--- src/hdl/mips_pkg.sv ---
package mips_pkg;

	// primary opcodes, instr[31:26]
	localparam logic [5:0] op_r_type  = 6'b000000;
	localparam logic [5:0] op_branchs = 6'b000001;
	localparam logic [5:0] op_j       = 6'b000010;
	localparam logic [5:0] op_jal     = 6'b000011;
	localparam logic [5:0] op_beq     = 6'b000100;
	localparam logic [5:0] op_bne     = 6'b000101;
	localparam logic [5:0] op_blez    = 6'b000110;
	localparam logic [5:0] op_bgtz    = 6'b000111;
	localparam logic [5:0] op_addi    = 6'b001000;
	localparam logic [5:0] op_addiu   = 6'b001001;
	localparam logic [5:0] op_slti    = 6'b001010;
	localparam logic [5:0] op_sltiu   = 6'b001011;
	localparam logic [5:0] op_andi    = 6'b001100;
	localparam logic [5:0] op_ori     = 6'b001101;
	localparam logic [5:0] op_xori    = 6'b001110;
	localparam logic [5:0] op_lui     = 6'b001111;
	localparam logic [5:0] op_cop0    = 6'b010000;
	// loads
	localparam logic [5:0] op_lb      = 6'b100000;
	localparam logic [5:0] op_lh      = 6'b100001;
	localparam logic [5:0] op_lw      = 6'b100011;
	localparam logic [5:0] op_lbu     = 6'b100100;
	localparam logic [5:0] op_lhu     = 6'b100101;
	// stores
	localparam logic [5:0] op_sb      = 6'b101000;
	localparam logic [5:0] op_sh      = 6'b101001;
	localparam logic [5:0] op_sw      = 6'b101011;

	// funct field under op_r_type
	localparam logic [5:0] fn_sll   = 6'b000000;
	localparam logic [5:0] fn_srl   = 6'b000010;
	localparam logic [5:0] fn_sra   = 6'b000011;
	localparam logic [5:0] fn_sllv  = 6'b000100;
	localparam logic [5:0] fn_srlv  = 6'b000110;
	localparam logic [5:0] fn_srav  = 6'b000111;
	localparam logic [5:0] fn_jr    = 6'b001000;
	localparam logic [5:0] fn_jalr  = 6'b001001;
	localparam logic [5:0] fn_mfhi  = 6'b010000;
	localparam logic [5:0] fn_mthi  = 6'b010001;
	localparam logic [5:0] fn_mflo  = 6'b010010;
	localparam logic [5:0] fn_mtlo  = 6'b010011;
	localparam logic [5:0] fn_mult  = 6'b011000;
	localparam logic [5:0] fn_multu = 6'b011001;
	localparam logic [5:0] fn_div   = 6'b011010;
	localparam logic [5:0] fn_divu  = 6'b011011;
	localparam logic [5:0] fn_add   = 6'b100000;
	localparam logic [5:0] fn_addu  = 6'b100001;
	localparam logic [5:0] fn_sub   = 6'b100010;
	localparam logic [5:0] fn_subu  = 6'b100011;
	localparam logic [5:0] fn_and   = 6'b100100;
	localparam logic [5:0] fn_or    = 6'b100101;
	localparam logic [5:0] fn_xor   = 6'b100110;
	localparam logic [5:0] fn_nor   = 6'b100111;
	localparam logic [5:0] fn_slt   = 6'b101010;
	localparam logic [5:0] fn_sltu  = 6'b101011;

	// rt sub-codes under op_branchs
	localparam logic [4:0] rt_bltz   = 5'b00000;
	localparam logic [4:0] rt_bgez   = 5'b00001;
	localparam logic [4:0] rt_bltzal = 5'b10000;
	localparam logic [4:0] rt_bgezal = 5'b10001;

	// rs sub-codes under op_cop0
	localparam logic [4:0] rs_mfc = 5'b00000;
	localparam logic [4:0] rs_mtc = 5'b00100;

	// main control word, bit 0 is the leftmost
	localparam int ctrl_width      = 13;
	localparam int ctl_reg_write   = 0;
	// two bits wide, 00 rt / 01 rd / 10 r31
	localparam int ctl_reg_dst     = 1;
	localparam int ctl_alu_src_pc  = 3;
	localparam int ctl_alu_src_imm = 4;
	// two bits wide, 00 alu / 01 memory / 10 cp0
	localparam int ctl_write_src   = 5;
	localparam int ctl_hilo_read   = 7;
	localparam int ctl_hilo_write  = 8;
	localparam int ctl_branch      = 9;
	localparam int ctl_upper_imm   = 10;
	localparam int ctl_jump        = 11;
	localparam int ctl_cp0_write   = 12;

	// alu operation codes
	localparam logic [3:0] alu_add  = 4'd0;
	localparam logic [3:0] alu_addu = 4'd1;
	localparam logic [3:0] alu_sub  = 4'd2;
	localparam logic [3:0] alu_subu = 4'd3;
	localparam logic [3:0] alu_and  = 4'd4;
	localparam logic [3:0] alu_or   = 4'd5;
	localparam logic [3:0] alu_xor  = 4'd6;
	localparam logic [3:0] alu_nor  = 4'd7;
	localparam logic [3:0] alu_slt  = 4'd8;
	localparam logic [3:0] alu_sltu = 4'd9;
	localparam logic [3:0] alu_sll  = 4'd10;
	localparam logic [3:0] alu_srl  = 4'd11;
	localparam logic [3:0] alu_sra  = 4'd12;
	localparam logic [3:0] alu_lui  = 4'd13;
	localparam logic [3:0] alu_nop  = 4'd15;

	// one instruction word, three encodings
	typedef union packed {
		struct packed {
			logic [5:0] op;
			logic [4:0] rs;
			logic [4:0] rt;
			logic [4:0] rd;
			logic [4:0] shamt;
			logic [5:0] funct;
		} r;
		struct packed {
			logic [5:0]  op;
			logic [4:0]  rs;
			logic [4:0]  rt;
			logic [15:0] imm;
		} i;
		struct packed {
			logic [5:0]  op;
			logic [25:0] target;
		} j;
	} instr_t;

endpackage
--- src/hdl/decode_stage.sv ---
`timescale 1ns/1ps

module decode_stage (
	input  logic                            clk,
	input  logic                            rst_n,
	input  logic                            stall,
	input  logic                            instr_valid,
	input  mips_pkg::instr_t                instr,
	input  logic [31:0]                     pc_plus4,
	input  logic                            wb_en,
	input  logic [4:0]                      wb_addr,
	input  logic [31:0]                     wb_data,
	output logic                            ex_valid,
	output logic [0:mips_pkg::ctrl_width-1] ex_control,
	output logic [3:0]                      ex_alu_op,
	output logic [31:0]                     ex_rs_val,
	output logic [31:0]                     ex_rt_val,
	output logic [31:0]                     ex_imm,
	output logic [4:0]                      ex_dst,
	output logic                            ex_branch_taken,
	output logic [31:0]                     ex_target
);
	import mips_pkg::*;

	// input register
	logic                  in_valid;
	instr_t                in_instr;
	logic [31:0]           in_pc_plus4;
	// decode datapath
	logic [0:ctrl_width-1] control;
	logic [3:0]            alu_op;
	logic [31:0]           rs_val;
	logic [31:0]           rt_val;
	logic                  zero_ext;
	logic [31:0]           imm_ext;
	logic [4:0]            dst;
	logic                  taken;
	logic [31:0]           dest;

	// fetch side, holds while stalled
	always_ff @(posedge clk or negedge rst_n) begin
		if (!rst_n) begin
			in_valid    <= 1'b0;
			in_instr    <= '0;
			in_pc_plus4 <= 32'd0;
		end else if (!stall) begin
			in_valid    <= instr_valid;
			in_instr    <= instr;
			in_pc_plus4 <= pc_plus4;
		end
	end

	main_decoder u_main_decoder (
		.op      (in_instr.r.op),
		.rs      (in_instr.r.rs),
		.rt      (in_instr.r.rt),
		.funct   (in_instr.r.funct),
		.control (control)
	);

	alu_decoder u_alu_decoder (
		.op     (in_instr.r.op),
		.funct  (in_instr.r.funct),
		.alu_op (alu_op)
	);

	// writeback lands here, reads happen between the two edges
	reg_file u_reg_file (
		.clk       (clk),
		.rst_n     (rst_n),
		.rd_addr_a (in_instr.r.rs),
		.rd_addr_b (in_instr.r.rt),
		.wr_en     (wb_en),
		.wr_addr   (wb_addr),
		.wr_data   (wb_data),
		.rd_data_a (rs_val),
		.rd_data_b (rt_val)
	);

	branch_resolver u_branch_resolver (
		.op       (in_instr.r.op),
		.rt       (in_instr.r.rt),
		.funct    (in_instr.r.funct),
		.branch   (control[ctl_branch]),
		.jump     (control[ctl_jump]),
		.pc_plus4 (in_pc_plus4),
		.rs_val   (rs_val),
		.rt_val   (rt_val),
		.imm      (in_instr.i.imm),
		.target   (in_instr.j.target),
		.taken    (taken),
		.dest     (dest)
	);

	// logical immediates are unsigned
	assign zero_ext = (in_instr.i.op == op_andi) || (in_instr.i.op == op_ori) ||
		(in_instr.i.op == op_xori);

	always_comb begin
		if (control[ctl_upper_imm]) begin
			imm_ext = {in_instr.i.imm, 16'h0000};
		end else if (zero_ext) begin
			imm_ext = {16'h0000, in_instr.i.imm};
		end else begin
			imm_ext = {{16{in_instr.i.imm[15]}}, in_instr.i.imm};
		end
	end

	// destination by reg_dst
	always_comb begin
		case (control[ctl_reg_dst +: 2])
			2'b01: begin
				dst = in_instr.r.rd;
			end
			// link register
			2'b10: begin
				dst = 5'd31;
			end
			default: begin
				dst = in_instr.r.rt;
			end
		endcase
	end

	// execute side, same stall as the input register
	always_ff @(posedge clk or negedge rst_n) begin
		if (!rst_n) begin
			ex_valid        <= 1'b0;
			ex_control      <= '0;
			ex_alu_op       <= 4'd0;
			ex_rs_val       <= 32'd0;
			ex_rt_val       <= 32'd0;
			ex_imm          <= 32'd0;
			ex_dst          <= 5'd0;
			ex_branch_taken <= 1'b0;
			ex_target       <= 32'd0;
		end else if (!stall) begin
			ex_valid        <= in_valid;
			ex_control      <= control;
			ex_alu_op       <= alu_op;
			ex_rs_val       <= rs_val;
			ex_rt_val       <= rt_val;
			ex_imm          <= imm_ext;
			ex_dst          <= dst;
			// bubbles never redirect fetch
			ex_branch_taken <= in_valid && taken;
			ex_target       <= dest;
		end
	end

	// taken only ever travels with a valid instruction
	assert property (@(posedge clk) disable iff (!rst_n) ex_branch_taken |-> ex_valid)
		else $error("decode_stage taken branch without valid");

endmodule

--- src/hdl/branch_resolver.sv ---
`timescale 1ns/1ps

module branch_resolver (
	input  logic [5:0]  op,
	input  logic [4:0]  rt,
	input  logic [5:0]  funct,
	input  logic        branch,
	input  logic        jump,
	input  logic [31:0] pc_plus4,
	input  logic [31:0] rs_val,
	input  logic [31:0] rt_val,
	input  logic [15:0] imm,
	input  logic [25:0] target,
	output logic        taken,
	output logic [31:0] dest
);
	import mips_pkg::*;

	// branch condition met
	logic        cond;
	// jr or jalr, target comes from rs
	logic        jreg;
	logic [31:0] br_dest;
	logic [31:0] j_dest;

	// pc-relative, word offset
	assign br_dest = pc_plus4 + {{14{imm[15]}}, imm, 2'b00};
	// pseudo-direct, stays in the current 256 MB region
	assign j_dest = {pc_plus4[31:28], target, 2'b00};
	assign jreg = (op == op_r_type) && ((funct == fn_jr) || (funct == fn_jalr));

	always_comb begin
		case (op)
			op_beq: begin
				cond = (rs_val == rt_val);
			end
			op_bne: begin
				cond = (rs_val != rt_val);
			end
			// signed compares against zero
			op_blez: begin
				cond = rs_val[31] || (rs_val == 32'd0);
			end
			op_bgtz: begin
				cond = !rs_val[31] && (rs_val != 32'd0);
			end
			// regimm, link forms compare the same way
			op_branchs: begin
				case (rt)
					rt_bltz, rt_bltzal: begin
						cond = rs_val[31];
					end
					rt_bgez, rt_bgezal: begin
						cond = !rs_val[31];
					end
					default: begin
						cond = 1'b0;
					end
				endcase
			end
			default: begin
				cond = 1'b0;
			end
		endcase
	end

	// jumps are unconditional
	assign taken = jump || (branch && cond);
	assign dest = jump ? (jreg ? rs_val : j_dest) : br_dest;

endmodule

--- src/hdl/reg_file.sv ---
`timescale 1ns/1ps

module reg_file (
	input  logic        clk,
	input  logic        rst_n,
	input  logic [4:0]  rd_addr_a,
	input  logic [4:0]  rd_addr_b,
	input  logic        wr_en,
	input  logic [4:0]  wr_addr,
	input  logic [31:0] wr_data,
	output logic [31:0] rd_data_a,
	output logic [31:0] rd_data_b
);

	// r1..r31 only, r0 is a constant
	logic [31:0] regs [1:31];
	// write that actually lands
	logic        wr_live;

	assign wr_live = wr_en && (wr_addr != 5'd0);

	always_ff @(posedge clk or negedge rst_n) begin
		if (!rst_n) begin
			for (int i = 1; i < 32; i++) begin
				regs[i] <= 32'd0;
			end
		end else if (wr_live) begin
			regs[wr_addr] <= wr_data;
		end
	end

	// one read port, with same-cycle write bypass
	function automatic logic [31:0] read_port(input logic [4:0] addr);
		if (addr == 5'd0) begin
			return 32'd0;
		end else if (wr_live && (addr == wr_addr)) begin
			return wr_data;
		end else begin
			return regs[addr];
		end
	endfunction

	always_comb begin
		rd_data_a = read_port(rd_addr_a);
		rd_data_b = read_port(rd_addr_b);
	end

	// r0 reads zero even while a write to r0 is on the port
	assert property (@(posedge clk) disable iff (!rst_n)
		((rd_addr_a != 5'd0) || (rd_data_a == 32'd0)) &&
		((rd_addr_b != 5'd0) || (rd_data_b == 32'd0)))
		else $error("reg_file register zero read nonzero");

endmodule

--- src/hdl/alu_decoder.sv ---
`timescale 1ns/1ps

module alu_decoder (
	input  logic [5:0] op,
	input  logic [5:0] funct,
	output logic [3:0] alu_op
);
	import mips_pkg::*;

	// r-type funct to alu op
	function automatic logic [3:0] r_type_op(input logic [5:0] fn);
		case (fn)
			fn_add:  return alu_add;
			fn_addu: return alu_addu;
			fn_sub:  return alu_sub;
			fn_subu: return alu_subu;
			fn_and:  return alu_and;
			fn_or:   return alu_or;
			fn_xor:  return alu_xor;
			fn_nor:  return alu_nor;
			fn_slt:  return alu_slt;
			fn_sltu: return alu_sltu;
			// fixed and variable shifts share a unit
			fn_sll, fn_sllv: begin
				return alu_sll;
			end
			fn_srl, fn_srlv: begin
				return alu_srl;
			end
			fn_sra, fn_srav: begin
				return alu_sra;
			end
			// jr, jalr, hi/lo, mult and div skip the alu
			default: begin
				return alu_nop;
			end
		endcase
	endfunction

	always_comb begin
		case (op)
			op_r_type: begin
				alu_op = r_type_op(funct);
			end
			// immediate forms follow their register twins
			op_addi: begin
				alu_op = alu_add;
			end
			op_addiu: begin
				alu_op = alu_addu;
			end
			op_slti: begin
				alu_op = alu_slt;
			end
			op_sltiu: begin
				alu_op = alu_sltu;
			end
			op_andi: begin
				alu_op = alu_and;
			end
			op_ori: begin
				alu_op = alu_or;
			end
			op_xori: begin
				alu_op = alu_xor;
			end
			op_lui: begin
				alu_op = alu_lui;
			end
			// effective address, base plus offset
			op_lw, op_lb, op_lbu, op_lh, op_lhu, op_sw, op_sb, op_sh: begin
				alu_op = alu_addu;
			end
			// branches, jumps and cp0 moves
			default: begin
				alu_op = alu_nop;
			end
		endcase
	end

endmodule

--- src/hdl/main_decoder.sv ---
`timescale 1ns/1ps

module main_decoder (
	input  logic [5:0]                      op,
	input  logic [4:0]                      rs,
	input  logic [4:0]                      rt,
	input  logic [5:0]                      funct,
	output logic [0:mips_pkg::ctrl_width-1] control
);
	import mips_pkg::*;

	// field order of every literal below
	// reg_write _ reg_dst _ alu_src_pc _ alu_src_imm _ write_src _
	// hilo_read _ hilo_write _ branch _ upper_imm _ jump _ cp0_write
	always_comb begin
		case (op)
			op_r_type: begin
				case (funct)
					// hi/lo moves
					fn_mthi, fn_mtlo: begin
						control = 13'b0_00_0_0_00_1_1_0_0_0_0;
					end
					fn_mfhi, fn_mflo: begin
						control = 13'b1_01_0_0_00_1_0_0_0_0_0;
					end
					// multiply and divide write hi/lo
					fn_mult, fn_multu, fn_div, fn_divu: begin
						control = 13'b1_01_0_0_00_0_1_0_0_0_0;
					end
					// register jumps
					fn_jr: begin
						control = 13'b0_00_0_0_00_0_0_0_0_1_0;
					end
					// link into rd, pc feeds the alu
					fn_jalr: begin
						control = 13'b1_01_1_0_00_0_0_0_0_1_0;
					end
					// plain register-register alu ops
					default: begin
						control = 13'b1_01_0_0_00_0_0_0_0_0_0;
					end
				endcase
			end
			// immediate arithmetic and logic
			op_addi, op_addiu, op_slti, op_sltiu, op_andi, op_ori, op_xori: begin
				control = 13'b1_00_0_1_00_0_0_0_0_0_0;
			end
			// load upper sets the upper_imm bit
			op_lui: begin
				control = 13'b1_00_0_1_00_0_0_0_1_0_0;
			end
			// loads write back from memory
			op_lw, op_lb, op_lbu, op_lh, op_lhu: begin
				control = 13'b1_00_0_1_01_0_0_0_0_0_0;
			end
			// stores only need the address add
			op_sw, op_sb, op_sh: begin
				control = 13'b0_00_0_1_00_0_0_0_0_0_0;
			end
			// two-operand and compare-to-zero branches
			op_beq, op_bne, op_blez, op_bgtz: begin
				control = 13'b0_00_0_0_00_0_0_1_0_0_0;
			end
			// regimm group, sub-decoded by rt
			op_branchs: begin
				case (rt)
					// and-link forms write r31
					rt_bltzal, rt_bgezal: begin
						control = 13'b1_10_1_0_00_0_0_1_0_0_0;
					end
					// bltz, bgez and any unknown rt are plain branches
					default: begin
						control = 13'b0_00_0_0_00_0_0_1_0_0_0;
					end
				endcase
			end
			op_j: begin
				control = 13'b0_00_0_0_00_0_0_0_0_1_0;
			end
			op_jal: begin
				control = 13'b1_10_1_0_00_0_0_0_0_1_0;
			end
			// coprocessor 0 moves, sub-decoded by rs
			op_cop0: begin
				case (rs)
					rs_mfc: begin
						control = 13'b0_00_0_0_10_0_0_0_0_0_0;
					end
					rs_mtc: begin
						control = 13'b0_00_0_0_00_0_0_0_0_0_1;
					end
					default: begin
						control = '0;
					end
				endcase
			end
			// undefined opcode
			default: begin
				control = '0;
			end
		endcase
	end

	// reg_dst 11 has no destination, so no entry may write with it
	assert final (!(control[ctl_reg_write] && (control[ctl_reg_dst +: 2] == 2'b11)))
		else $error("main_decoder writes with reg_dst 11, op %b", op);

endmodule

--- config.mk ---
export PLATFORM = sky130hd
export DESIGN_NAME = decode_stage
export DESIGN_NICKNAME = d
export VERILOG_FILES = /design/src/hdl/mips_pkg.sv /design/src/hdl/decode_stage.sv /design/src/hdl/branch_resolver.sv /design/src/hdl/reg_file.sv /design/src/hdl/alu_decoder.sv /design/src/hdl/main_decoder.sv
export SDC_FILE = /design/constraint.sdc
export NUM_CORES = 2
export LEC_CHECK = 0
export BUFFER_PORTS_ARGS = -buffer_cell sky130_fd_sc_hd__buf_2
export CAP_MARGIN = 20
export CORE_ASPECT_RATIO = 0.5
export CORE_MARGIN = 2
export CORE_UTILIZATION = 43
export DETAILED_ROUTE_END_ITERATION = 8
export PLACE_DENSITY = 0.6
export SYNTH_ARGS = -nofsm -noshare
export SYNTH_HDL_FRONTEND = slang
export SYNTH_SLANG_ARGS = --single-unit
--- constraint.sdc ---
create_clock -name clk -period 5.25 [get_ports clk]
set_clock_uncertainty 0.2 [all_clocks]
set_input_delay 0.525 -clock clk [delete_from_list [all_inputs] [get_ports clk]]
set_output_delay 0.525 -clock clk [all_outputs]
set_load 0.005 [all_outputs]
==> impl_metrics.env <==
export IMPL_ant_nets=0
export IMPL_cts_reportedPaths_clkPinSlew_ns=0.07
export IMPL_syn_num_nets=4819
export IMPL_finalMaxSlewViolations=0
export IMPL_tns_ns=0
export IMPL_synthToLayoutAreaGrowth_pct=14.5
export IMPL_grtUsageTotal_pct=30.8
export IMPL_p_leak_nw=32.2
export IMPL_seq_area_frac_synth_pct=46.8
export IMPL_synthTopCellsByCount="1,209 x dfrtp_1, 1,181 x mux2_2, 444 x mux4_2, 269 x clkbuf_1, 193 x nand2_1"
export IMPL_critPathKind="flip-flop to flip-flop"
export IMPL_root_buffer="clkbuf_16"
export IMPL_grt_antenna_before_repair=18
export IMPL_synth_area_top_cells="dfrtp_1 47%, mux2_2 21%, mux4_2 15%"
export IMPL_ys_seq_elements=1209
export IMPL_clockBufferDepth=3
export IMPL_rsz0062_at_grt="false"
export IMPL_startpoint_type="flip-flop"
export IMPL_synth_top_family_by_area="multiplexers"
export IMPL_yosys_warnings=0
export IMPL_drt_initial_drc_count=6013
export IMPL_synth_top_cell_area_share_pct=46.8
export IMPL_status="finished, final reports clean"
export IMPL_synth_edf_count=0
export IMPL_drcViolationCount=0
export IMPL_yosys_area_share_simple_pct=3.58
export IMPL_async_flop_share_pct=100
export IMPL_cp_data_arrival_time_ns=5.73
export IMPL_vdd_ir_drop_max_mv=0.258
export IMPL_place_gp_congestion=0.927
export IMPL_synth_adder_area_share_pct=0.709
export IMPL_cts_htree_levels=3
export IMPL_synth_top_area_cell="dfrtp_1"
export IMPL_syn_mean_instance_area_sq_um=13.8
export IMPL_dp_hpwl_um=154000
export IMPL_drtPass1Iterations=8
export IMPL_reg2reg_slack_ns=0.003
export IMPL_syn_area_sq_um=64600
export IMPL_hold_class="input port to flip-flop"
export IMPL_powerDensity_nw_per_um2=398
export IMPL_synth_mux_area_share_pct=37.3
export IMPL_grt_pass1_vias=46800
export IMPL_grt_max_degree=160
export IMPL_ys_types=80
export IMPL_clkLatencyLatePin_ns=0.77
export IMPL_grt_overflow_total=0
export IMPL_crit_fanout=12
export IMPL_met3_usage_pct=9.37
export IMPL_netlist_instances=4677
export IMPL_die_height_um=278
export IMPL_setup_viol=0
export IMPL_cts_tree="done"
export IMPL_numClockSinks=1209
export IMPL_whs_ns=0.102
export IMPL_final_hold_viol_count=0
export IMPL_fp_dieW_um=552
export IMPL_wl_per_cell_um=33.9
export IMPL_period_needed_ns=5.25
export IMPL_port_buffers=257
export IMPL_start_util_pct=43.4
export IMPL_synth_ff_type="dfrtp_1"
export IMPL_drive_above_1_share_pct=48.4
export IMPL_slew_headroom_pct=21.8
export IMPL_top_usage_layer="met2"
export IMPL_cp_required_ns=5.74
export IMPL_cts_buffers=116
export IMPL_tightest_slew_ns=1.17
export IMPL_drv_cap=0
export IMPL_vias=46700
export IMPL_maxClockFrequency_mhz=191
export IMPL_final_net_count=5086
export IMPL_cp_end_kind="flip-flop"
export IMPL_use_met2_pct=45.4
export IMPL_design_die_area_sq_um=154000
export IMPL_io_pins=258
export IMPL_coreArea_sq_um=149000
export IMPL_wirelength_um=239000
export IMPL_use_met1_pct=42.1
export IMPL_synth_xor_area_share_pct=0.881
export IMPL_fp_row_count=100
export IMPL_grt_pass1_wl_um=343000
export IMPL_routed_via_density=6.63
export IMPL_synth_most_common_cell="dfrtp_1"
export IMPL_synth_compound_area_share_pct=7.34
export IMPL_post_route_period_util_pct=99.9
-- timing repair --
item,in CTS,in global routing
gates resized for setup,2,7
hold buffers,67,0
buffers inserted,4,6
hold endpoints to repair,160,0
pin swaps,0,0
endpoints found under the setup margin,1,1
-- area by class of cell --
class	count	area, sq um
clock buffer	170	3430
multi-input combinational	2975	32400
antenna	6	15.0
timing repair buffer	604	4620
tap	1989	2490
clock inverter	48	576
sequential	1209	30300
inverter	38	145
fill	12700	75000
-- flip-flops by register name (all words and copies together) (netlist names), 4 cells and up --
signal / count
in_instr: 32
ex_rt_val: 32
ex_rs_val: 32
ex_alu_op: 4
u_reg_file.regs: 992
ex_dst: 5
in_pc_plus4: 32
ex_control: 13
ex_target: 32
ex_imm: 32
-- through the flow --
stage	area [sq um]	power (mW)	utilization, %	instances	setup WS [ns]
after floorplan	64600	17.3	-	4677	1.57
final	74000	29.4	49.6	7039	0.00266
after CTS	73900	29.3	49.6	7027	0.0117
after detailed placement	69100	20.4	46.4	6738	-0.357
after global placement	69100	20.1	46.4	6736	-0.378
after global routing	74000	30.5	49.6	7035	0.00285
-- kinds of logic after synthesis --
family          count (synthesis)
flops                        1209
xor+xnor                       65
compound gates                669
fa+ha+maj                      36
mux                          1704
simple gates                  501
buf+inv                       493
-- metal layers --
metal	routed length, um	part of all wire, %
met1	97100	41
met2	104000	44
met3	25800	11
met4	11500	4.8
met5	134	0.056
-- cell usage in the layout, fill, tap and decap left out, drive strengths merged, types with 42 or more instances in the layout --
cell type and count:
a21oi 91, a221o 42, a221oi 47, a22oi 68
buf 535, clkbuf 171, dfrtp 1209, dlygate4sd3 67
mux2 1182, mux2i 78, mux4 444, nand2 193
nor2 121, o21ai 150
-- report_power, final --
group	switching (mW)	internal [mW]	total, mW
logic	3.86	4.11	7.97
registers	1.46	11.1	12.6
clock network	3.93	4.98	8.91
total	9.25	20.2	29.4
-- worst max-delay path, cell delays in order, from the launching register on --
cell     delay (ns)
dfrtp_4        0.67
buf_16         0.25
nor3_1         0.39
nand2_1        0.37
o21ai_1        0.41
buf_4          0.30
a31oi_1        0.06
a22o_1         0.22
xor2_1         0.24
nor4_1         0.39
nand4_1        0.38
buf_4          0.27
nor4_2         0.48
mux2_1         0.37
a31oi_1        0.16
-- path summary, 6_finish.rpt --
check,from,end,depth (start not counted)
min in group asynchronous,rst_n,u_reg_file.regs[564],2
max in group asynchronous,rst_n,in_instr[21],3
worst max-delay path,in_instr[21],ex_branch_taken,14
worst min register to register,ex_control[1],ex_control[1],2
worst min-delay path,wb_data[15],u_reg_file.regs[591],2
worst max register to register,in_instr[21],ex_branch_taken,14
Power figures use the tool's default switching activity.
